===== src/common/aes_ctr_settings.svh =====
// Sizing of the CTR-mode counter path
// Slice size times slice count must give the 128-bit block,
// and the index width must cover the slice count

`ifndef AES_CTR_SETTINGS_SVH
`define AES_CTR_SETTINGS_SVH

////////////////////////////////////////////////////////////
// Counter slicing
////////////////////////////////////////////////////////////

// Bits incremented per clock cycle
`define CTR_SLICE_SIZE 16

// Slices per 128-bit counter block
`define CTR_NUM_SLICES 8

// Width of a slice index
`define CTR_SLICE_IDX_W 3

// Width of the sparse two-valued encoding, one FSM rail per bit
`define SP2V_WIDTH 3

`endif


===== src/common/aes_ctr_pkg.sv =====
// Types shared by the counter path of the CTR-mode engine
// The sparse encoding only knows two legal words, all others are errors
// The counter block is 128 bits, big-endian, byte 15 least significant

`include "aes_ctr_settings.svh"

`default_nettype none

package aes_ctr_pkg;

  ////////////////////////////////////////////////////////////
  // Sparse two-valued signals
  ////////////////////////////////////////////////////////////

  // Logic high and logic low, Hamming distance of three
  typedef enum logic [`SP2V_WIDTH-1:0] {
    SP2V_HIGH = 3'b011,
    SP2V_LOW  = 3'b100
  } sp2v_e;

  // Bits set in SP2V_HIGH
  // A set bit means the matching rail is active high
  parameter logic [`SP2V_WIDTH-1:0] SP2V_LOGIC_HIGH = 3'b011;

  ////////////////////////////////////////////////////////////
  // Counter block
  ////////////////////////////////////////////////////////////

  // Same 128 bits seen two ways
  typedef union packed {
    // Byte view, for byte order reversal
    logic [(`CTR_NUM_SLICES*`CTR_SLICE_SIZE/8)-1:0][7:0] bytes;
    // Slice view, for slice indexing
    logic [`CTR_NUM_SLICES-1:0][`CTR_SLICE_SIZE-1:0]     slices;
  } ctr_blk_t;

endpackage

`default_nettype wire


===== src/aes_ctr/aes_ctr_fsm.sv =====
// Single rail of the redundant slice-increment FSM
// With RAIL_ACTIVE_LOW set, incr_i, ready_o and ctr_we_o are low-active
// The error state is terminal, only reset leaves it

`include "aes_ctr_settings.svh"

`default_nettype none

module aes_ctr_fsm #(
  parameter bit RAIL_ACTIVE_LOW = 1'b0
) (
  input  logic                        clk_i,
  input  logic                        rst_n_i,

  input  logic                        incr_i,
  input  logic                        incr_err_i,
  input  logic                        mr_err_i,
  input  logic [`CTR_SLICE_SIZE-1:0]  ctr_slice_i,

  output logic                        ready_o,
  output logic                        alert_o,
  output logic [`CTR_SLICE_IDX_W-1:0] ctr_slice_idx_o,
  output logic [`CTR_SLICE_SIZE-1:0]  ctr_slice_o,
  output logic                        ctr_we_o
);

  // State codes, 2'b00 is illegal and falls into error
  localparam logic [1:0] ST_IDLE  = 2'b01;
  localparam logic [1:0] ST_INCR  = 2'b10;
  localparam logic [1:0] ST_ERROR = 2'b11;

  // Most significant slice
  localparam logic [`CTR_SLICE_IDX_W-1:0] LAST_IDX =
    `CTR_SLICE_IDX_W'(`CTR_NUM_SLICES - 1);

  logic [1:0]                  state_q, state_d;
  logic [`CTR_SLICE_IDX_W-1:0] idx_q, idx_d;
  logic [`CTR_SLICE_SIZE-1:0]  slice_sum;
  logic                        incr;
  logic                        ready;
  logic                        we;

  // Undo rail polarity on the way in
  assign incr = incr_i ^ RAIL_ACTIVE_LOW;

  // Slice plus one, a zero result means carry out
  assign slice_sum = ctr_slice_i + `CTR_SLICE_SIZE'(1);

  ////////////////////////////////////////////////////////////
  // Next state
  ////////////////////////////////////////////////////////////

  always_comb begin
    state_d = state_q;
    idx_d   = idx_q;
    ready   = 1'b0;
    we      = 1'b0;

    case (state_q)
      ST_IDLE: begin
        ready = 1'b1;
        // Always start at the least significant slice
        idx_d = '0;
        if (incr) begin
          state_d = ST_INCR;
        end
      end
      ST_INCR: begin
        we    = 1'b1;
        idx_d = idx_q + 1'b1;
        // No carry, or nothing left to carry into
        if (slice_sum != '0 || idx_q == LAST_IDX) begin
          state_d = ST_IDLE;
        end
      end
      ST_ERROR: begin
        // Terminal
      end
      default: begin
        state_d = ST_ERROR;
      end
    endcase

    // Bad input encoding or rail disagreement wins over everything
    if (incr_err_i || mr_err_i) begin
      state_d = ST_ERROR;
    end
  end

  always_ff @(posedge clk_i or negedge rst_n_i) begin
    if (!rst_n_i) begin
      state_q <= ST_IDLE;
      idx_q   <= '0;
    end else begin
      state_q <= state_d;
      idx_q   <= idx_d;
    end
  end

  // Rail polarity applied again on the way out
  assign ready_o         = ready ^ RAIL_ACTIVE_LOW;
  assign ctr_we_o        = we ^ RAIL_ACTIVE_LOW;
  assign alert_o         = (state_q == ST_ERROR);
  assign ctr_slice_idx_o = idx_q;
  assign ctr_slice_o     = slice_sum;

endmodule

`default_nettype wire


===== src/aes_ctr/aes_ctr.sv =====
// Counter logic of the CTR-mode engine, one slice per cycle
// incr_i is only sampled while ready_o is SP2V_HIGH
// Any invalid incr_i or rail disagreement ends in a terminal error

`include "aes_ctr_settings.svh"

`default_nettype none

module aes_ctr import aes_ctr_pkg::*; (
  input  logic                        clk_i,
  input  logic                        rst_n_i,

  input  sp2v_e                       incr_i,
  input  ctr_blk_t                    ctr_i,

  output sp2v_e                       ready_o,
  output logic                        alert_o,
  output ctr_blk_t                    ctr_o,
  output sp2v_e [`CTR_NUM_SLICES-1:0] ctr_we_o
);

  // Swap byte order so slice 0 becomes least significant
  function automatic ctr_blk_t rev_bytes(ctr_blk_t blk);
    ctr_blk_t res;
    for (int i = 0; i < $bits(ctr_blk_t) / 8; i++) begin
      res.bytes[i] = blk.bytes[$bits(ctr_blk_t) / 8 - 1 - i];
    end
    return res;
  endfunction

  // Swap order of the slice enables
  function automatic sp2v_e [`CTR_NUM_SLICES-1:0] rev_we(sp2v_e [`CTR_NUM_SLICES-1:0] we);
    sp2v_e [`CTR_NUM_SLICES-1:0] res;
    for (int i = 0; i < `CTR_NUM_SLICES; i++) begin
      res[i] = we[`CTR_NUM_SLICES - 1 - i];
    end
    return res;
  endfunction

  ctr_blk_t                    ctr_i_rev;
  ctr_blk_t                    ctr_o_rev;
  sp2v_e [`CTR_NUM_SLICES-1:0] ctr_we_rev;
  sp2v_e                       ctr_we;
  logic [`CTR_SLICE_IDX_W-1:0] slice_idx;
  logic [`CTR_SLICE_SIZE-1:0]  slice_cur;
  logic [`CTR_SLICE_SIZE-1:0]  slice_new;
  logic                        incr_err;
  logic                        mr_err;

  // One bit per rail
  logic [`SP2V_WIDTH-1:0]      sp_ready;
  logic [`SP2V_WIDTH-1:0]      sp_we;
  logic [`SP2V_WIDTH-1:0]      mr_alert;
  logic [`SP2V_WIDTH-1:0][`CTR_SLICE_IDX_W-1:0] mr_idx;
  logic [`SP2V_WIDTH-1:0][`CTR_SLICE_SIZE-1:0]  mr_slice;

  ////////////////////////////////////////////////////////////
  // Inputs
  ////////////////////////////////////////////////////////////

  assign ctr_i_rev = rev_bytes(ctr_i);
  assign slice_cur = ctr_i_rev.slices[slice_idx];

  // Only the two legal words pass
  assign incr_err = (incr_i != SP2V_HIGH) && (incr_i != SP2V_LOW);

  ////////////////////////////////////////////////////////////
  // Redundant rails
  ////////////////////////////////////////////////////////////

  for (genvar i = 0; i < `SP2V_WIDTH; i++) begin : gen_rail
    aes_ctr_fsm #(
      .RAIL_ACTIVE_LOW ( ~SP2V_LOGIC_HIGH[i] )
    ) u_aes_ctr_fsm (
      .clk_i           ( clk_i       ),
      .rst_n_i         ( rst_n_i     ),
      .incr_i          ( incr_i[i]   ),
      .incr_err_i      ( incr_err    ),
      .mr_err_i        ( mr_err      ),
      .ctr_slice_i     ( slice_cur   ),
      .ready_o         ( sp_ready[i] ),
      .alert_o         ( mr_alert[i] ),
      .ctr_slice_idx_o ( mr_idx[i]   ),
      .ctr_slice_o     ( mr_slice[i] ),
      .ctr_we_o        ( sp_we[i]    )
    );
  end

  // Rail bits already form the sparse word
  assign ready_o = sp2v_e'(sp_ready);
  assign ctr_we  = sp2v_e'(sp_we);
  assign alert_o = |mr_alert;

  // OR all rails, then every rail must match the result
  always_comb begin
    slice_idx = '0;
    slice_new = '0;
    mr_err    = 1'b0;
    for (int i = 0; i < `SP2V_WIDTH; i++) begin
      slice_idx |= mr_idx[i];
      slice_new |= mr_slice[i];
    end
    for (int i = 0; i < `SP2V_WIDTH; i++) begin
      if (mr_idx[i] != slice_idx || mr_slice[i] != slice_new) begin
        mr_err = 1'b1;
      end
    end
  end

  ////////////////////////////////////////////////////////////
  // Outputs
  ////////////////////////////////////////////////////////////

  // Splice the new slice into the block
  always_comb begin
    ctr_o_rev                   = ctr_i_rev;
    ctr_o_rev.slices[slice_idx] = slice_new;
  end

  // Enable only the current slice
  always_comb begin
    for (int i = 0; i < `CTR_NUM_SLICES; i++) begin
      ctr_we_rev[i] = SP2V_LOW;
    end
    ctr_we_rev[slice_idx] = ctr_we;
  end

  assign ctr_o    = rev_bytes(ctr_o_rev);
  assign ctr_we_o = rev_we(ctr_we_rev);

endmodule

`default_nettype wire


===== src/logic/aes_ctr_reg.sv =====
// Counter block register with per-slice sparse write enables
// load_i is only pulsed while the counter logic is ready
// Alert holds until reset once set

`include "aes_ctr_settings.svh"

`default_nettype none

module aes_ctr_reg import aes_ctr_pkg::*; (
  input  logic                        clk_i,
  input  logic                        rst_n_i,

  input  logic                        load_i,
  input  ctr_blk_t                    iv_i,
  input  ctr_blk_t                    ctr_nxt_i,
  input  sp2v_e [`CTR_NUM_SLICES-1:0] ctr_we_i,
  input  logic                        ctr_alert_i,

  output ctr_blk_t                    ctr_o,
  output logic                        alert_o
);

  ctr_blk_t ctr_q;
  logic     alert_q;
  logic     we_err;

  // Any enable outside the two legal words
  always_comb begin
    we_err = 1'b0;
    for (int i = 0; i < `CTR_NUM_SLICES; i++) begin
      if (ctr_we_i[i] != SP2V_HIGH && ctr_we_i[i] != SP2V_LOW) begin
        we_err = 1'b1;
      end
    end
  end

  // Load wins, else only enabled slices change
  always_ff @(posedge clk_i or negedge rst_n_i) begin
    if (!rst_n_i) begin
      ctr_q <= '0;
    end else if (load_i) begin
      ctr_q <= iv_i;
    end else begin
      for (int i = 0; i < `CTR_NUM_SLICES; i++) begin
        if (ctr_we_i[i] == SP2V_HIGH) begin
          ctr_q.slices[i] <= ctr_nxt_i.slices[i];
        end
      end
    end
  end

  // Sticky alert
  always_ff @(posedge clk_i or negedge rst_n_i) begin
    if (!rst_n_i) begin
      alert_q <= 1'b0;
    end else begin
      alert_q <= alert_q | we_err | ctr_alert_i;
    end
  end

  assign ctr_o   = ctr_q;
  assign alert_o = alert_q;

endmodule

`default_nettype wire


===== src/logic/aes_ctr_unit.sv =====
// Counter path of the CTR-mode engine, 128-bit big-endian block
// Pulse load_i only while ready_o is SP2V_HIGH
// incr_i is a sparse level, ignored while busy
// alert_o holds until reset

`include "aes_ctr_settings.svh"

`default_nettype none

module aes_ctr_unit import aes_ctr_pkg::*; (
  input  logic     clk_i,
  input  logic     rst_n_i,

  input  logic     load_i,
  input  ctr_blk_t iv_i,
  input  sp2v_e    incr_i,

  output sp2v_e    ready_o,
  output logic     alert_o,
  output ctr_blk_t ctr_o
);

  ctr_blk_t                    ctr_q;
  ctr_blk_t                    ctr_nxt;
  sp2v_e [`CTR_NUM_SLICES-1:0] ctr_we;
  logic                        ctr_alert;

  ////////////////////////////////////////////////////////////
  // Increment logic
  ////////////////////////////////////////////////////////////

  aes_ctr u_aes_ctr (
    .clk_i    ( clk_i     ),
    .rst_n_i  ( rst_n_i   ),
    .incr_i   ( incr_i    ),
    .ctr_i    ( ctr_q     ),
    .ready_o  ( ready_o   ),
    .alert_o  ( ctr_alert ),
    .ctr_o    ( ctr_nxt   ),
    .ctr_we_o ( ctr_we    )
  );

  // Block storage and sticky alert
  aes_ctr_reg u_aes_ctr_reg (
    .clk_i       ( clk_i     ),
    .rst_n_i     ( rst_n_i   ),
    .load_i      ( load_i    ),
    .iv_i        ( iv_i      ),
    .ctr_nxt_i   ( ctr_nxt   ),
    .ctr_we_i    ( ctr_we    ),
    .ctr_alert_i ( ctr_alert ),
    .ctr_o       ( ctr_q     ),
    .alert_o     ( alert_o   )
  );

  assign ctr_o = ctr_q;

endmodule

`default_nettype wire


===== config.mk =====
export PLATFORM = sky130hd
export DESIGN_NAME = aes_ctr_unit
export DESIGN_NICKNAME = d
export VERILOG_FILES = /design/src/common/aes_ctr_pkg.sv /design/src/aes_ctr/aes_ctr_fsm.sv /design/src/aes_ctr/aes_ctr.sv /design/src/logic/aes_ctr_reg.sv /design/src/logic/aes_ctr_unit.sv
export VERILOG_INCLUDE_DIRS = /design/src /design/src/common
export SDC_FILE = /design/constraint.sdc
export NUM_CORES = 1
export LEC_CHECK = 0
export BUFFER_PORTS_ARGS = -buffer_cell sky130_fd_sc_hd__buf_2
export CAP_MARGIN = 20
export CORE_ASPECT_RATIO = 1.1
export CORE_MARGIN = 2
export CORE_UTILIZATION = 40
export CTS_CLUSTER_DIAMETER = 60
export DETAILED_ROUTE_END_ITERATION = 8
export PLACE_DENSITY = 0.65
export SKIP_LAST_GASP = 1
export SYNTH_ARGS = -nofsm -noshare
export SYNTH_HDL_FRONTEND = slang
export SYNTH_SLANG_ARGS = --single-unit

===== constraint.sdc =====
create_clock -name clk_i -period 4.53 [get_ports clk_i]
set_input_delay 0 -clock clk_i [delete_from_list [all_inputs] [get_ports clk_i]]
set_output_delay 0 -clock clk_i [all_outputs]
set_load 0.03 [all_outputs]

==> impl_metrics.py <==
metrics = {
    "setup_path": {
        "path_cells": "nor3_4 -> a21oi_1 -> a211oi_1 -> or2_2 -> ha_1 -> inv_1 -> nor4_2 -> and3_1 -> o21ai_1 -> xnor2_4 -> and2_1 -> and4_1 -> nand4_2 -> or3b_1 -> a31oi_1",
        "arrival_ns": 4.57,
        "cp-start-kind": "flop",
        "cp-end-kind": "flop",
        "cp_top_family": "simple AND/OR/NAND/NOR gates",
        "crit_type": "reg -> reg",
        "cpPeakStageDelay_ns": 0.51,
        "r2r_setup_slack_ns": 0.31,
        "critPathRequiredTime_ns": 4.88,
        "r2r_cells": 15,
        "r2r-end": "u_aes_ctr.gen_rail[2].u_aes_ctr_fsm.state_q[0]",
        "crit_fanout": 11,
        "path_buf_inv": 1,
        "cpMaxStageDelayCell": "dfrtp_1",
    },
    "hold_path": {
        "hold_depth": 3,
        "min_to": "u_aes_ctr_reg.ctr_o[115]",
        "hold_path_class": "in -> reg",
        "hold_start": "load_i",
    },
    "grt": {
        "grt-busiest-layer": "met2",
        "grt_util_met3_pct": 5.74,
        "antenna_found_initial": 1,
        "grt_max_degree": 109,
        "grt.total_usage_pct": 29.4,
        "grt_pass1_wl_um": 53700,
        "grt_use_met1_pct": 40.5,
        "use_met2_pct": 45.2,
        "grt_pass1_vias": 9428,
        "overflow": 0,
    },
    "die": {
        "die_h_um": 160,
        "die_w_um": 146,
        "ioPinCount": 266,
        "core_um2": 22000,
        "start_util_pct": 40.4,
        "row_count": 57,
        "die_area_um2": 23400,
    },
    "sta": {
        "skew_ns": 0.0130,
        "setup_viol": 0,
        "period_share_pct": 93.1,
        "tns_ns": 0,
        "max_freq_ghz": 0.237,
        "worst_slew_pin_slew_ns": 1.11,
        "rsz0062_at_grt": "false",
        "hold_viol": 0,
        "post-route-min-period_ns": 4.22,
        "report.final.slew_viol_count": 0,
        "fin_worst_hold_slack_ns": 0.0236,
        "relSlewSlack_pct": 25.3,
    },
    "placed_design": {
        "portBuffers": 265,
        "placed_cell_area_um2": 10400,
        "place_hpwl_um": 24100,
        "gp_congestion": 0.926,
    },
    "clock_tree": {
        "clkTransAtPathRegs_ns": 0.07,
        "cts_buffer_depth": 2,
        "worstSkewPairLatency_ns": 0.43,
        "clk_root_buffer_cell": "clkbuf_16",
        "cts_tree": "built",
        "clock-sinks": 144,
        "htree_levels": 4,
        "cts_inserted_buffers": 17,
        "cts_setup_buffers": 0,
    },
    "job": {
        "cap_viol_max_count": 0,
    },
    "layout": {
        "drive_above_1_share_pct": 26.6,
        "area_growth_pct": 39.4,
        "nNetsFinal": 1569,
        "antennaDiodeCount": 0,
        "layout_common_cells": "buf_2, nand2_1, dfrtp_1",
        "finalInstanceArea_um2": 12400,
        "mostFrequentLayoutCell": "buf_2",
    },
    "route": {
        "vias": 9623,
        "wl_per_cell_um": 20.1,
        "dr.pass1.iters": 5,
        "viasPerCell": 5.58,
        "drtAntennaViolNets": 0,
        "drc": 0,
        "drtIter0Drc": 1058,
        "wirelength_um": 34700,
    },
    "logic_synthesis": {
        "synth-main-ff-cell": "dfrtp_1",
        "syn_area_per_cell_um2": 8.50,
        "synthCells": 1045,
        "synth_top_area_share_pct": 39.7,
        "yosysSeqAreaShare_pct": 40.6,
        "synthesis.nets": 1197,
        "ys_types": 77,
        "synth_top_area_cell": "dfrtp_1",
        "synth-async-reset-ratio_pct": 100,
        "yosysWarnings": 0,
        "synth.ff_latch_count": 144,
        "syn_area_um2": 8880,
        "ys_top_cells_by_area": "dfrtp_1, nand2_1, mux2i_1, o21ai_0, a21oi_1",
        "synth_edf_count": 0,
    },
    "power": {
        "finalPower_uw": 3790,
        "p_seq_share_pct": 40.1,
        "p_leak_uw": 0.00549,
        "clock_power_share_pct": 37.5,
        "ir_worst_vdd_v": 0.000224,
        "power_per_cell_area_nw_per_um2": 306,
        "p_int_uw": 2530,
        "p_switching_uw": 1260,
        "switching_share_pct": 33.2,
        "pwr-share-comb_pct": 22.4,
    },
    "run_status": {
        "outcome": "finished clean",
    },
}
synthesized netlist by cell type (16+ instances only):
| library cell | instances |
|---|---|
| dfrtp_1 | 141 |
| nor2_1 | 74 |
| o21ai_0 | 140 |
| nor3_1 | 30 |
| inv_1 | 16 |
| a211oi_1 | 16 |
| clkbuf_1 | 41 |
| nand2_1 | 206 |
| mux2i_1 | 73 |
| a21oi_1 | 104 |
| nand3_1 | 24 |
| ha_1 | 18 |
sequential cells by signal, indices dropped and copies added (netlist names):
signal and flops:
u_aes_ctr_reg.alert_o 1, u_aes_ctr.gen_rail.u_aes_ctr_fsm.ctr_slice_idx_o 9, u_aes_ctr_reg.ctr_o 128, u_aes_ctr.gen_rail.u_aes_ctr_fsm.state_q 6
repair_timing:
action	CTS	global route
gates resized for setup	0	3
setup endpoints to repair	0	13
hold buffers	129	1
hold endpoints to repair	235	11
kinds of logic (layout without fill, tap and decap cells):
logic type | after synthesis | count (layout) | share of synthesized area, %
xor gates and xnor gates | 11 | 11 | 1.63
and+or+nand+nor | 388 | 388 | 19.9
buffers and inverters | 90 | 475 | 5.31
AOI/OAI and AO/OA | 317 | 317 | 21.1
adders and majority gates | 18 | 18 | 2.54
DFF | 144 | 144 | 40.6
muxes | 77 | 77 | 8.91
routing by layer:
metal / routed length, µm / vias to the layer above
met3: 2810 / 103
met5: 13 / -
met2: 16000 / 513
met4: 1330 / 2
li1: - / 4431
met1: 14600 / 4574
through the flow:
| step | cells | worst slack, ns | util [%] |
|---|---|---|---|
| after detailed placement | 1562 | 0.170 | 47.5 |
| after global routing | 1725 | 0.0214 | 56.3 |
| after floorplan | 1045 | 0.589 | - |
| after CTS | 1723 | 0.137 | 56.0 |
| final | 1725 | 0.311 | 56.3 |
| after global placement | 1562 | 0.359 | 47.5 |
final cells by class:
class	instances	area (µm²)
Inverter	16	60.1
Tap cell	295	369
Timing Repair Buffer	427	2910
Multi-Input combinational cell	811	4840
Sequential cell	144	3610
Clock inverter	12	136
Clock buffer	20	447
Fill cell	2036	9590
worst reg2reg max path: cells and delay by family (launching register included):
family | cells | cell delay [ns]
AO/OA/AOI/OAI | 4 | 0.84
XOR/XNOR | 1 | 0.38
adder cells (fa/ha/maj) | 1 | 0.16
buffers and inverters | 1 | 0.08
flip-flops | 1 | 0.51
AND/OR/NAND/NOR | 8 | 2.18
how the worst max path moves through the flow:
stage                                                                end  slack, ns  depth (start not counted)
final                     u_aes_ctr.gen_rail[2].u_aes_ctr_fsm.state_q[0]       0.31                         15
after global routing      u_aes_ctr.gen_rail[2].u_aes_ctr_fsm.state_q[0]       0.02                         15
after CTS                 u_aes_ctr.gen_rail[2].u_aes_ctr_fsm.state_q[0]       0.14                         15
after detailed placement  u_aes_ctr.gen_rail[2].u_aes_ctr_fsm.state_q[0]       0.17                         15
after global placement    u_aes_ctr.gen_rail[2].u_aes_ctr_fsm.state_q[0]       0.36                         15
after floorplan           u_aes_ctr.gen_rail[1].u_aes_ctr_fsm.state_q[0]       0.59                         17
power groups by stage:
stage	combinational, µW	sequential (µW)	clock, µW
6_report	848	1520	1420
3_5_place_dp	745	1540	0
4_1_cts	831	1520	1430
3_3_place_gp	737	1540	0
2_1_floorplan	242	1690	0
5_1_grt	910	1530	1490
(Power assumes the default switching activity.)
